===== config.mk =====
export PLATFORM = sky130hd
export DESIGN_NAME = lsu_global_top
export DESIGN_NICKNAME = d
export VERILOG_FILES = /design/src/hdl/lsu_cfg_pkg.sv /design/src/hdl/lsu_bus_pkg.sv /design/src/hdl/lsu_issue.sv /design/src/hdl/lsu_beat_adapter.sv /design/src/hdl/lsu_load_tag_fifo.sv /design/src/hdl/lsu_resp_assembler.sv /design/src/hdl/lsu_global_top.sv
export SDC_FILE = /design/constraint.sdc
export NUM_CORES = 1
export LEC_CHECK = 0
export BUFFER_PORTS_ARGS = -buffer_cell sky130_fd_sc_hd__buf_2
export CAP_MARGIN = 20
export CORE_AREA = 5 5 279 281
export DETAILED_ROUTE_END_ITERATION = 6
export DIE_AREA = 0 0 284 286
export PLACE_DENSITY = 0.64
export SYNTH_ARGS = -nofsm -noshare
export SYNTH_HDL_FRONTEND = slang
export SYNTH_SLANG_ARGS = --single-unit

===== constraint.sdc =====
create_clock -name clk -period 38.1 [get_ports clk]
set_input_delay 5.715 -clock clk [delete_from_list [all_inputs] [get_ports clk]]
set_output_delay 5.715 -clock clk [all_outputs]
set_load 0.03 [all_outputs]

===== src/hdl/lsu_cfg_pkg.sv =====
package lsu_cfg_pkg;

    // ----------------------------------------------------------
    // Widths and counts
    // ----------------------------------------------------------
    localparam int ADDR_W    = 32;  // Byte address
    localparam int WORD_W    = 32;  // External beat
    localparam int LANES     = 4;   // Lanes per vector
    localparam int VEC_W     = 128; // Full vector register
    localparam int REG_IDX_W = 5;   // Destination register index
    localparam int LANE_W    = 2;   // Lane and beat counters

    // Outstanding loads tracked in order
    localparam int TAG_DEPTH = 8;
    localparam int TAG_PTR_W = $clog2(TAG_DEPTH);

    // ----------------------------------------------------------
    // Vector types
    // ----------------------------------------------------------
    typedef logic [ADDR_W-1:0] addr_t;

    typedef logic [WORD_W-1:0] word_t;

    // Lane 0 sits in the low word
    typedef logic [VEC_W-1:0] vec_t;

    typedef logic [REG_IDX_W-1:0] reg_idx_t;

    typedef logic [LANE_W-1:0] lane_t;

endpackage


===== src/hdl/lsu_bus_pkg.sv =====
package lsu_bus_pkg;

    import lsu_cfg_pkg::*;

    // ----------------------------------------------------------
    // Encodings
    // ----------------------------------------------------------

    // Lane addressing of a vector access
    typedef enum logic [1:0] {
        UNIT    = 2'd0, // Consecutive words
        STRIDE  = 2'd1, // Base plus stride per lane
        INDEXED = 2'd2  // Base plus per-lane offset
    } vec_mode_e;

    typedef enum logic [1:0] {
        IDLE  = 2'd0, // Beat 0 passes straight through
        BEATS = 2'd1  // Beats 1 to 3 of a vector
    } adapt_state_e;

    // ----------------------------------------------------------
    // Internal buses
    // ----------------------------------------------------------

    // Arbitrated 128-bit request
    typedef struct packed {
        logic      is_load;
        logic      is_vector;
        logic      is_tex;    // Texture refill
        addr_t     addr;      // Aligned for vectors
        vec_t      wdata;
        reg_idx_t  rd;
        vec_mode_e mode;
        addr_t     stride;    // Byte stride for STRIDE mode
        vec_t      index;     // Per-lane offsets for INDEXED mode
    } mem_req_t;

    // One entry per outstanding load
    typedef struct packed {
        logic     is_vector;
        logic     is_tex;
        reg_idx_t rd;
    } load_tag_t;

    // Completed load
    typedef struct packed {
        logic     is_vector;
        logic     is_tex;
        reg_idx_t rd;
        vec_t     data;
    } load_rsp_t;

endpackage


===== src/hdl/lsu_issue.sv =====
module lsu_issue
    import lsu_cfg_pkg::*;
    import lsu_bus_pkg::*;
(
    input  logic      clk,
    input  logic      rst_n,
    // Pipeline
    input  logic      valid_in,
    input  logic      is_vector,
    input  logic      is_store,
    input  vec_mode_e vec_mode,
    input  addr_t     vec_stride,
    input  vec_t      vec_index,
    input  addr_t     addr,
    input  vec_t      write_data,
    input  reg_idx_t  dest_reg_idx,
    // Texture refill
    input  logic      tex_req_valid,
    input  addr_t     tex_req_addr,
    // Adapter side
    input  logic      req_ready,
    input  logic      rsp_valid,
    input  load_rsp_t rsp,
    output logic      req_valid,
    output mem_req_t  req,
    output logic      tex_req_ready,
    output logic      stall_pipeline,
    output logic      scalar_wait
);

    logic     pipe_valid;
    logic     pipe_grant;
    logic     scalar_load;
    logic     scalar_done;
    addr_t    addr_eff;
    reg_idx_t pending_rd;

    // ----------------------------------------------------------
    // Request selection, texture first
    // ----------------------------------------------------------
    assign addr_eff    = is_vector ? {addr[ADDR_W-1:4], 4'b0} : addr; // 16-byte aligned
    assign scalar_load = valid_in && !is_vector && !is_store;

    // Pipeline only goes when no refill is pending and no scalar load blocks
    assign pipe_valid = valid_in && !scalar_wait && !tex_req_valid;

    assign req_valid     = tex_req_valid || pipe_valid;
    assign tex_req_ready = tex_req_valid && req_ready;
    assign pipe_grant    = pipe_valid && req_ready;

    always_comb begin
        if (tex_req_valid) begin
            req.is_load   = 1'b1;
            req.is_vector = 1'b1;
            req.is_tex    = 1'b1;
            req.addr      = tex_req_addr;
            req.wdata     = '0;
            req.rd        = '0;
            req.mode      = UNIT; // Refills are always unit stride
            req.stride    = '0;
            req.index     = '0;
        end else begin
            req.is_load   = !is_store;
            req.is_vector = is_vector;
            req.is_tex    = 1'b0;
            req.addr      = addr_eff;
            req.wdata     = is_vector ? write_data : vec_t'(write_data[WORD_W-1:0]);
            req.rd        = dest_reg_idx;
            req.mode      = vec_mode;
            req.stride    = vec_stride;
            req.index     = vec_index;
        end
    end

    // ----------------------------------------------------------
    // Scalar load blocking
    // ----------------------------------------------------------

    // Release on the non-texture scalar response for the waiting register
    assign scalar_done = rsp_valid && !rsp.is_tex && !rsp.is_vector
                      && (rsp.rd == pending_rd);

    always_ff @(posedge clk or negedge rst_n) begin
        if (!rst_n) begin
            scalar_wait <= 1'b0;
        end else if (pipe_grant && scalar_load) begin
            scalar_wait <= 1'b1;
        end else if (scalar_wait && scalar_done) begin
            scalar_wait <= 1'b0;
        end
    end

    always_ff @(posedge clk) begin
        if (pipe_grant && scalar_load) begin
            pending_rd <= dest_reg_idx;
        end
    end

    // Issuing cycle of a scalar load stalls as well
    assign stall_pipeline = scalar_wait
                         || (valid_in && !pipe_grant)
                         || scalar_load;

endmodule


===== src/hdl/lsu_beat_adapter.sv =====
module lsu_beat_adapter
    import lsu_cfg_pkg::*;
    import lsu_bus_pkg::*;
(
    input  logic      clk,
    input  logic      rst_n,
    input  logic      req_valid,
    input  mem_req_t  req,
    input  logic      global_req_ready,
    input  logic      tag_full,
    output logic      req_ready,
    // External 32-bit port
    output logic      global_req_valid,
    output logic      global_req_is_load,
    output addr_t     global_req_addr,
    output word_t     global_req_wdata,
    // Tag FIFO push
    output logic      tag_push,
    output load_tag_t tag_in,
    output logic      active
);

    adapt_state_e state;
    lane_t        beat;  // Next beat to send while in BEATS
    mem_req_t     hold;  // Accepted vector request
    logic         room;
    logic         accept;

    // Address of one lane under the request's addressing mode
    function automatic addr_t lane_addr(input mem_req_t r, input lane_t lane);
        addr_t a;
        if (!r.is_vector) begin
            a = r.addr;
        end else if (r.is_tex) begin
            a = r.addr + addr_t'(lane) * addr_t'(4);
        end else begin
            case (r.mode)
                STRIDE:  a = r.addr + r.stride * addr_t'(lane);
                INDEXED: a = r.addr + r.index[lane*WORD_W +: WORD_W];
                default: a = r.addr + addr_t'(lane) * addr_t'(4);
            endcase
        end
        return a;
    endfunction

    // ----------------------------------------------------------
    // Acceptance
    // ----------------------------------------------------------
    assign room      = !req.is_load || !tag_full; // Full FIFO holds back loads only
    assign req_ready = (state == IDLE) && global_req_ready && room;
    assign accept    = req_valid && req_ready;

    assign tag_push         = accept && req.is_load;
    assign tag_in.is_vector = req.is_vector;
    assign tag_in.is_tex    = req.is_tex;
    assign tag_in.rd        = req.rd;

    assign active = (state != IDLE);

    // ----------------------------------------------------------
    // Beat drive
    // ----------------------------------------------------------
    always_comb begin
        if (state == IDLE) begin
            // Beat 0 goes out in the accepting cycle
            global_req_valid   = req_valid && room;
            global_req_is_load = req.is_load;
            global_req_addr    = lane_addr(req, '0);
            global_req_wdata   = req.wdata[WORD_W-1:0];
        end else begin
            global_req_valid   = 1'b1;
            global_req_is_load = hold.is_load;
            global_req_addr    = lane_addr(hold, beat);
            global_req_wdata   = hold.wdata[beat*WORD_W +: WORD_W];
        end
    end

    always_ff @(posedge clk or negedge rst_n) begin
        if (!rst_n) begin
            state <= IDLE;
            beat  <= '0;
        end else begin
            case (state)
                IDLE: begin
                    if (accept && req.is_vector) begin
                        state <= BEATS;
                        beat  <= lane_t'(1);
                    end
                end
                BEATS: begin
                    if (global_req_ready) begin
                        if (beat == lane_t'(LANES - 1)) begin
                            state <= IDLE;
                        end
                        beat <= beat + 1'b1; // Wraps back to 0 after the last lane
                    end
                end
                default: state <= IDLE;
            endcase
        end
    end

    always_ff @(posedge clk) begin
        if (accept && req.is_vector) begin
            hold <= req;
        end
    end

endmodule


===== src/hdl/lsu_load_tag_fifo.sv =====
module lsu_load_tag_fifo
    import lsu_cfg_pkg::*;
    import lsu_bus_pkg::*;
(
    input  logic      clk,
    input  logic      rst_n,
    input  logic      push,
    input  load_tag_t tag_in,
    input  logic      pop,
    output load_tag_t tag_out,
    output logic      tag_valid,
    output logic      full
);

    load_tag_t            mem [TAG_DEPTH];
    logic [TAG_PTR_W-1:0] wr_ptr;
    logic [TAG_PTR_W-1:0] rd_ptr;
    logic [TAG_PTR_W:0]   count;
    logic                 do_push;
    logic                 do_pop;

    assign full      = (count == (TAG_PTR_W + 1)'(TAG_DEPTH));
    assign tag_valid = (count != '0);
    assign tag_out   = mem[rd_ptr];

    assign do_push = push && !full;
    assign do_pop  = pop && tag_valid;

    // Power-of-two depth, so pointers wrap on their own
    always_ff @(posedge clk or negedge rst_n) begin
        if (!rst_n) begin
            wr_ptr <= '0;
            rd_ptr <= '0;
            count  <= '0;
        end else begin
            if (do_push) wr_ptr <= wr_ptr + 1'b1;
            if (do_pop)  rd_ptr <= rd_ptr + 1'b1;
            case ({do_push, do_pop})
                2'b10:   count <= count + 1'b1;
                2'b01:   count <= count - 1'b1;
                default: count <= count;
            endcase
        end
    end

    always_ff @(posedge clk) begin
        if (do_push) begin
            mem[wr_ptr] <= tag_in;
        end
    end

endmodule


===== src/hdl/lsu_resp_assembler.sv =====
module lsu_resp_assembler
    import lsu_cfg_pkg::*;
    import lsu_bus_pkg::*;
(
    input  logic      clk,
    input  logic      rst_n,
    input  logic      global_resp_valid,
    input  word_t     global_resp_data,
    input  load_tag_t tag_out,
    input  logic      tag_valid,
    output logic      pop,
    output logic      rsp_valid,
    output load_rsp_t rsp
);

    localparam lane_t LAST = lane_t'(LANES - 1);

    lane_t cnt;                // Beats already collected for the head vector
    word_t part [LANES-1];     // Lanes 0 to 2
    logic  beat_in;
    logic  last_beat;
    vec_t  vec_data;

    // Beats with no outstanding tag are dropped
    assign beat_in   = global_resp_valid && tag_valid;
    assign last_beat = !tag_out.is_vector || (cnt == LAST);

    assign pop       = beat_in && last_beat;
    assign rsp_valid = pop;

    // ----------------------------------------------------------
    // Vector reassembly
    // ----------------------------------------------------------
    always_comb begin
        vec_data = '0;
        for (int i = 0; i < LANES - 1; i++) begin
            vec_data[i*WORD_W +: WORD_W] = part[i];
        end
        vec_data[(LANES-1)*WORD_W +: WORD_W] = global_resp_data; // Final beat passes through
    end

    always_ff @(posedge clk or negedge rst_n) begin
        if (!rst_n) begin
            cnt <= '0;
        end else if (beat_in && tag_out.is_vector) begin
            cnt <= cnt + 1'b1; // Wraps to 0 on the fourth beat
        end
    end

    always_ff @(posedge clk) begin
        if (beat_in && tag_out.is_vector && (cnt != LAST)) begin
            part[cnt] <= global_resp_data;
        end
    end

    // ----------------------------------------------------------
    // Completed load
    // ----------------------------------------------------------
    assign rsp.is_vector = tag_out.is_vector;
    assign rsp.is_tex    = tag_out.is_tex;
    assign rsp.rd        = tag_out.rd;
    assign rsp.data      = tag_out.is_vector ? vec_data : vec_t'(global_resp_data);

endmodule


===== src/hdl/lsu_global_top.sv =====
module lsu_global_top
    import lsu_cfg_pkg::*;
    import lsu_bus_pkg::*;
(
    input  logic      clk,
    input  logic      rst_n,
    // Pipeline
    input  logic      valid_in,
    input  logic      is_vector,
    input  logic      is_store,
    input  vec_mode_e vec_mode,
    input  addr_t     vec_stride,
    input  vec_t      vec_index,
    input  addr_t     addr,
    input  vec_t      write_data,
    input  reg_idx_t  dest_reg_idx,
    output logic      stall_pipeline,
    output logic      busy,
    // Texture refill
    input  logic      tex_req_valid,
    input  addr_t     tex_req_addr,
    output logic      tex_req_ready,
    output logic      tex_resp_valid,
    output vec_t      tex_resp_data,
    // External memory
    output logic      global_req_valid,
    output logic      global_req_is_load,
    output addr_t     global_req_addr,
    output word_t     global_req_wdata,
    input  logic      global_req_ready,
    input  logic      global_resp_valid,
    input  word_t     global_resp_data,
    // Register writeback
    output logic      wb_valid,
    output logic      wb_is_vector,
    output reg_idx_t  wb_reg_idx,
    output vec_t      wb_data
);

    mem_req_t  req;
    logic      req_valid;
    logic      req_ready;
    load_rsp_t rsp;
    logic      rsp_valid;
    logic      scalar_wait;
    logic      adapt_active;
    logic      tag_push;
    logic      tag_pop;
    logic      tag_full;
    logic      tag_valid;
    load_tag_t tag_in;
    load_tag_t tag_out;

    lsu_issue u_issue (
        .clk            (clk),
        .rst_n          (rst_n),
        .valid_in       (valid_in),
        .is_vector      (is_vector),
        .is_store       (is_store),
        .vec_mode       (vec_mode),
        .vec_stride     (vec_stride),
        .vec_index      (vec_index),
        .addr           (addr),
        .write_data     (write_data),
        .dest_reg_idx   (dest_reg_idx),
        .tex_req_valid  (tex_req_valid),
        .tex_req_addr   (tex_req_addr),
        .req_ready      (req_ready),
        .rsp_valid      (rsp_valid),
        .rsp            (rsp),
        .req_valid      (req_valid),
        .req            (req),
        .tex_req_ready  (tex_req_ready),
        .stall_pipeline (stall_pipeline),
        .scalar_wait    (scalar_wait)
    );

    lsu_beat_adapter u_adapter (
        .clk                (clk),
        .rst_n              (rst_n),
        .req_valid          (req_valid),
        .req                (req),
        .global_req_ready   (global_req_ready),
        .tag_full           (tag_full),
        .req_ready          (req_ready),
        .global_req_valid   (global_req_valid),
        .global_req_is_load (global_req_is_load),
        .global_req_addr    (global_req_addr),
        .global_req_wdata   (global_req_wdata),
        .tag_push           (tag_push),
        .tag_in             (tag_in),
        .active             (adapt_active)
    );

    lsu_load_tag_fifo u_tag_fifo (
        .clk       (clk),
        .rst_n     (rst_n),
        .push      (tag_push),
        .tag_in    (tag_in),
        .pop       (tag_pop),
        .tag_out   (tag_out),
        .tag_valid (tag_valid),
        .full      (tag_full)
    );

    lsu_resp_assembler u_assembler (
        .clk               (clk),
        .rst_n             (rst_n),
        .global_resp_valid (global_resp_valid),
        .global_resp_data  (global_resp_data),
        .tag_out           (tag_out),
        .tag_valid         (tag_valid),
        .pop               (tag_pop),
        .rsp_valid         (rsp_valid),
        .rsp               (rsp)
    );

    // Route finished loads by source
    assign wb_valid       = rsp_valid && !rsp.is_tex;
    assign wb_is_vector   = rsp.is_vector;
    assign wb_reg_idx     = rsp.rd;
    assign wb_data        = rsp.data;
    assign tex_resp_valid = rsp_valid && rsp.is_tex;
    assign tex_resp_data  = rsp.data;

    assign busy = adapt_active || tag_valid || scalar_wait; // Anything in flight

endmodule


==> flow_summary.toml <==
[status]
status = "completed"

[cts]
clk_pin_slew_worst_paths_ps = 60
cts_buffers = 56
cts_hold_buf = 0
cts_sinks = 498
clockRootBuffer = "clkbuf_16"
clock_path_buffers = 3
postCtsSetupBuffers = 0
clock_latency_ps = 630
cts_max_level = 2
post_cts_resized = 0
cts_tree = "done"

[route]
num_vias = 22700
totalWireLength_um = 95600
drt_iter0_drc = 1714
dr.pass1.iters = 5
routed_via_density = 5.38
route.antenna.remaining_nets = 0
drc = 0
wl_per_cell_um = 22.6

[placement]
place.port_buffers = 731
place_area_um2 = 34200
place.gp.congestion = 0.933
dpl.hpwl_um = 74100
dpl_worst_slack_ps = 22370

[floorplan]
chipHeight_um = 286
die_area_um2 = 81200
fp.dieW_um = 284
coreArea_um2 = 75200
rows = 101
ios = 732
start_util_pct = 40.6

[power_and_ir_drop]
comb_power_share_pct = 54.9
power_frac_seq_pct = 26.1
pwr-share-clk_pct = 19.0
switching_share_pct = 46.2
p_int_uw = 1530
power_density_nw_per_um2 = 79.0
power_uw = 2850
ir_drop_mv = 0.0525
power.leakage_uw = 0.0147
power.net_switching_uw = 1320

[global_routing]
gr-usage-all-layers_pct = 22.3
met2_usage_pct = 37.8
grt_pass1_wl_um = 139000
antenna_found_initial = 39
grt_util_met3_pct = 5.04
first_global_vias = 22100
grt_start_max_net_pins = 187
overflow = 0
grt_busiest_layer = "met2"
grt_use_met1_pct = 28.8

[synth]
ys_top_cells_by_area = "edfxtp_1 (47%), nor2b_1 (6.2%), mux4_2 (5.8%), ha_1 (4.4%), mux2_2 (3.6%)"
async_reset_ff_share_pct = 3.21
synth-compound-area-share_pct = 10.5
synth_mux_area_share_pct = 9.71
synth_top_family_by_area = "simple AND/OR/NAND/NOR gates"
synth-simple-area-share_pct = 15.1
seq_area_frac_synth_pct = 48.8
yosysWarningCount = 0
syn_area_um2 = 30500
yosysTopAreaCell = "edfxtp_1"
synthAdderAreaFrac_pct = 6.69
synth_nets = 3175
synthCells = 2634
synthFlopType = "edfxtp_1"
yosysUniqueCellTypes = 95
synth-seq-cells = 498
synth_xor_area_share_pct = 2.58
avgSynthCellArea_um2 = 11.6
synth-edff-count = 482
synth_top_area_share_pct = 47.5

[setup_path]
end_kind = "output port"
cp.required_ps = 32380
r2r_start = "u_adapter.state[0]"
crit_slowest_cell = "buf_12"
start_kind = "input port"
crit_chain = "clkbuf_8, buf_12, mux2_2, ha_1, a21o_1, a21o_1, a21oi_1, nor4b_1, a21oi_1, a311oi_1, xnor2_1, o21ai_0, o21a_1, buf_2"
slowest_delay_ps = 500
worstPathMaxFanout = 153
crit_end = "global_req_addr[24]"
rr_endpoint = "u_adapter.hold[306]"
cp-startpoint = "tex_req_valid"
r2r_cells = 7
critical_path_class = "in -> out"
reg2reg_setup_slack_ps = 33180
cp.arrival_ps = 10080

[timing]
fin_crit_ps = 15790
fin_ws_ps = 22310
rsz0062_at_grt = "false"
whs_ps = 499
slew_violations = 0
fin_tns_setup_ps = 0
max_freq_mhz = 63.3
skew_ps = 47.6
worst_pin_slew_ps = 1120
setup_viol = 0
hold_viol = 0
finalCritPeriodShare_pct = 41.5
max_slew_margin_pct = 25.1

[job]
maxCapViolCount = 0

[finish]
area_delta_synth_final_pct = 18.2
nets = 3727
num-fill-cells = 7020
drive_gt1_share_pct = 33.0
final_cell_mix = "buf_2 (730), edfxtp_1 (482), nor2b_1 (299)"
final_area_um2 = 36000
layout_commonest_cell = "buf_2"

[min_path]
hp-class = "reg -> reg"
## power by group through the flow
stage	combinational [µW]	clock [µW]	sequential, µW
2_1_floorplan	1230	0	741
3_3_place_gp	1560	0	754
3_5_place_dp	1560	0	755
4_1_cts	1570	553	745
5_1_grt	1680	575	752
6_report	1560	540	744
## synth_stat cells (all sizes together) (36+ instances only)
library cell / count
nand2: 182
ha: 107
nand3: 42
xor2: 36
edfxtp: 482
a21oi: 139
a21o: 42
xnor2: 54
and2: 112
mux2: 98
buf: 154
inv: 124
o21ai: 87
clkbuf: 114
mux4: 78
nor2b: 300
nor2: 86
## critical path, delay by kind of cell
kind	cells	cell delay [ps]
adders and majority gates	1	360
buffers and inverters	3	1060
AOI/OAI and AO/OA	7	1900
and+or+nand+nor	1	300
xor gates and xnor gates	1	90
muxes	1	440
## stage by stage
stage / utilization [%] / std cells
after floorplan: - / 2634
after global placement: 45.4 / 4105
after detailed placement: 45.4 / 4106
after CTS: 47.9 / 4209
after global routing: 47.9 / 4217
final: 47.9 / 4222
## registers in the layout, indices dropped and copies added, names as in the netlist
signal and count:
u_adapter.hold 325, u_tag_fifo.rd_ptr 3, u_assembler.part 96, u_tag_fifo.count 4, u_tag_fifo.wr_ptr 3, u_adapter.beat 2
u_tag_fifo.mem 56, u_adapter.state 1, u_issue.scalar_wait 1, u_issue.pending_rd 5, u_assembler.cnt 2
## layout make-up
cell class | count | area [µm²] | share of cell area, %
antenna | 13 | 32.5 | 0.0903
clock buffer | 69 | 1480 | 4.11
clock inverter | 34 | 369 | 1.02
inverter | 124 | 465 | 1.29
multi-input combinational | 1742 | 13600 | 37.9
sequential | 498 | 14900 | 41.3
tap | 978 | 1220 | 3.40
timing repair buffer | 764 | 3940 | 10.9
## metal layers
layer / up-vias / part of all wire (%)
met2: 959 / 48
li1: 10600 / -
met5: - / 0.19
met3: 172 / 7.6
met4: 30 / 3.1
met1: 11000 / 41
## cells by family after synthesis
logic type / Yosys count
fa+ha+maj: 142
xor+xnor: 90
flops: 498
buf+inv: 394
compound gates: 479
simple gates: 845
mux: 186
## worst min path at each step
stage / startpoint / end / slack, ps / depth (start not counted)
after floorplan: u_tag_fifo.count[3] / u_tag_fifo.count[3] / 460 / 1
after global placement: u_tag_fifo.count[3] / u_tag_fifo.count[3] / 490 / 1
after detailed placement: u_tag_fifo.count[3] / u_tag_fifo.count[3] / 490 / 1
after CTS: u_tag_fifo.count[3] / u_tag_fifo.count[3] / 500 / 1
after global routing: u_tag_fifo.count[3] / u_tag_fifo.count[3] / 520 / 1
final: u_tag_fifo.count[3] / u_tag_fifo.count[3] / 500 / 1
(Power assumes the default switching activity.)
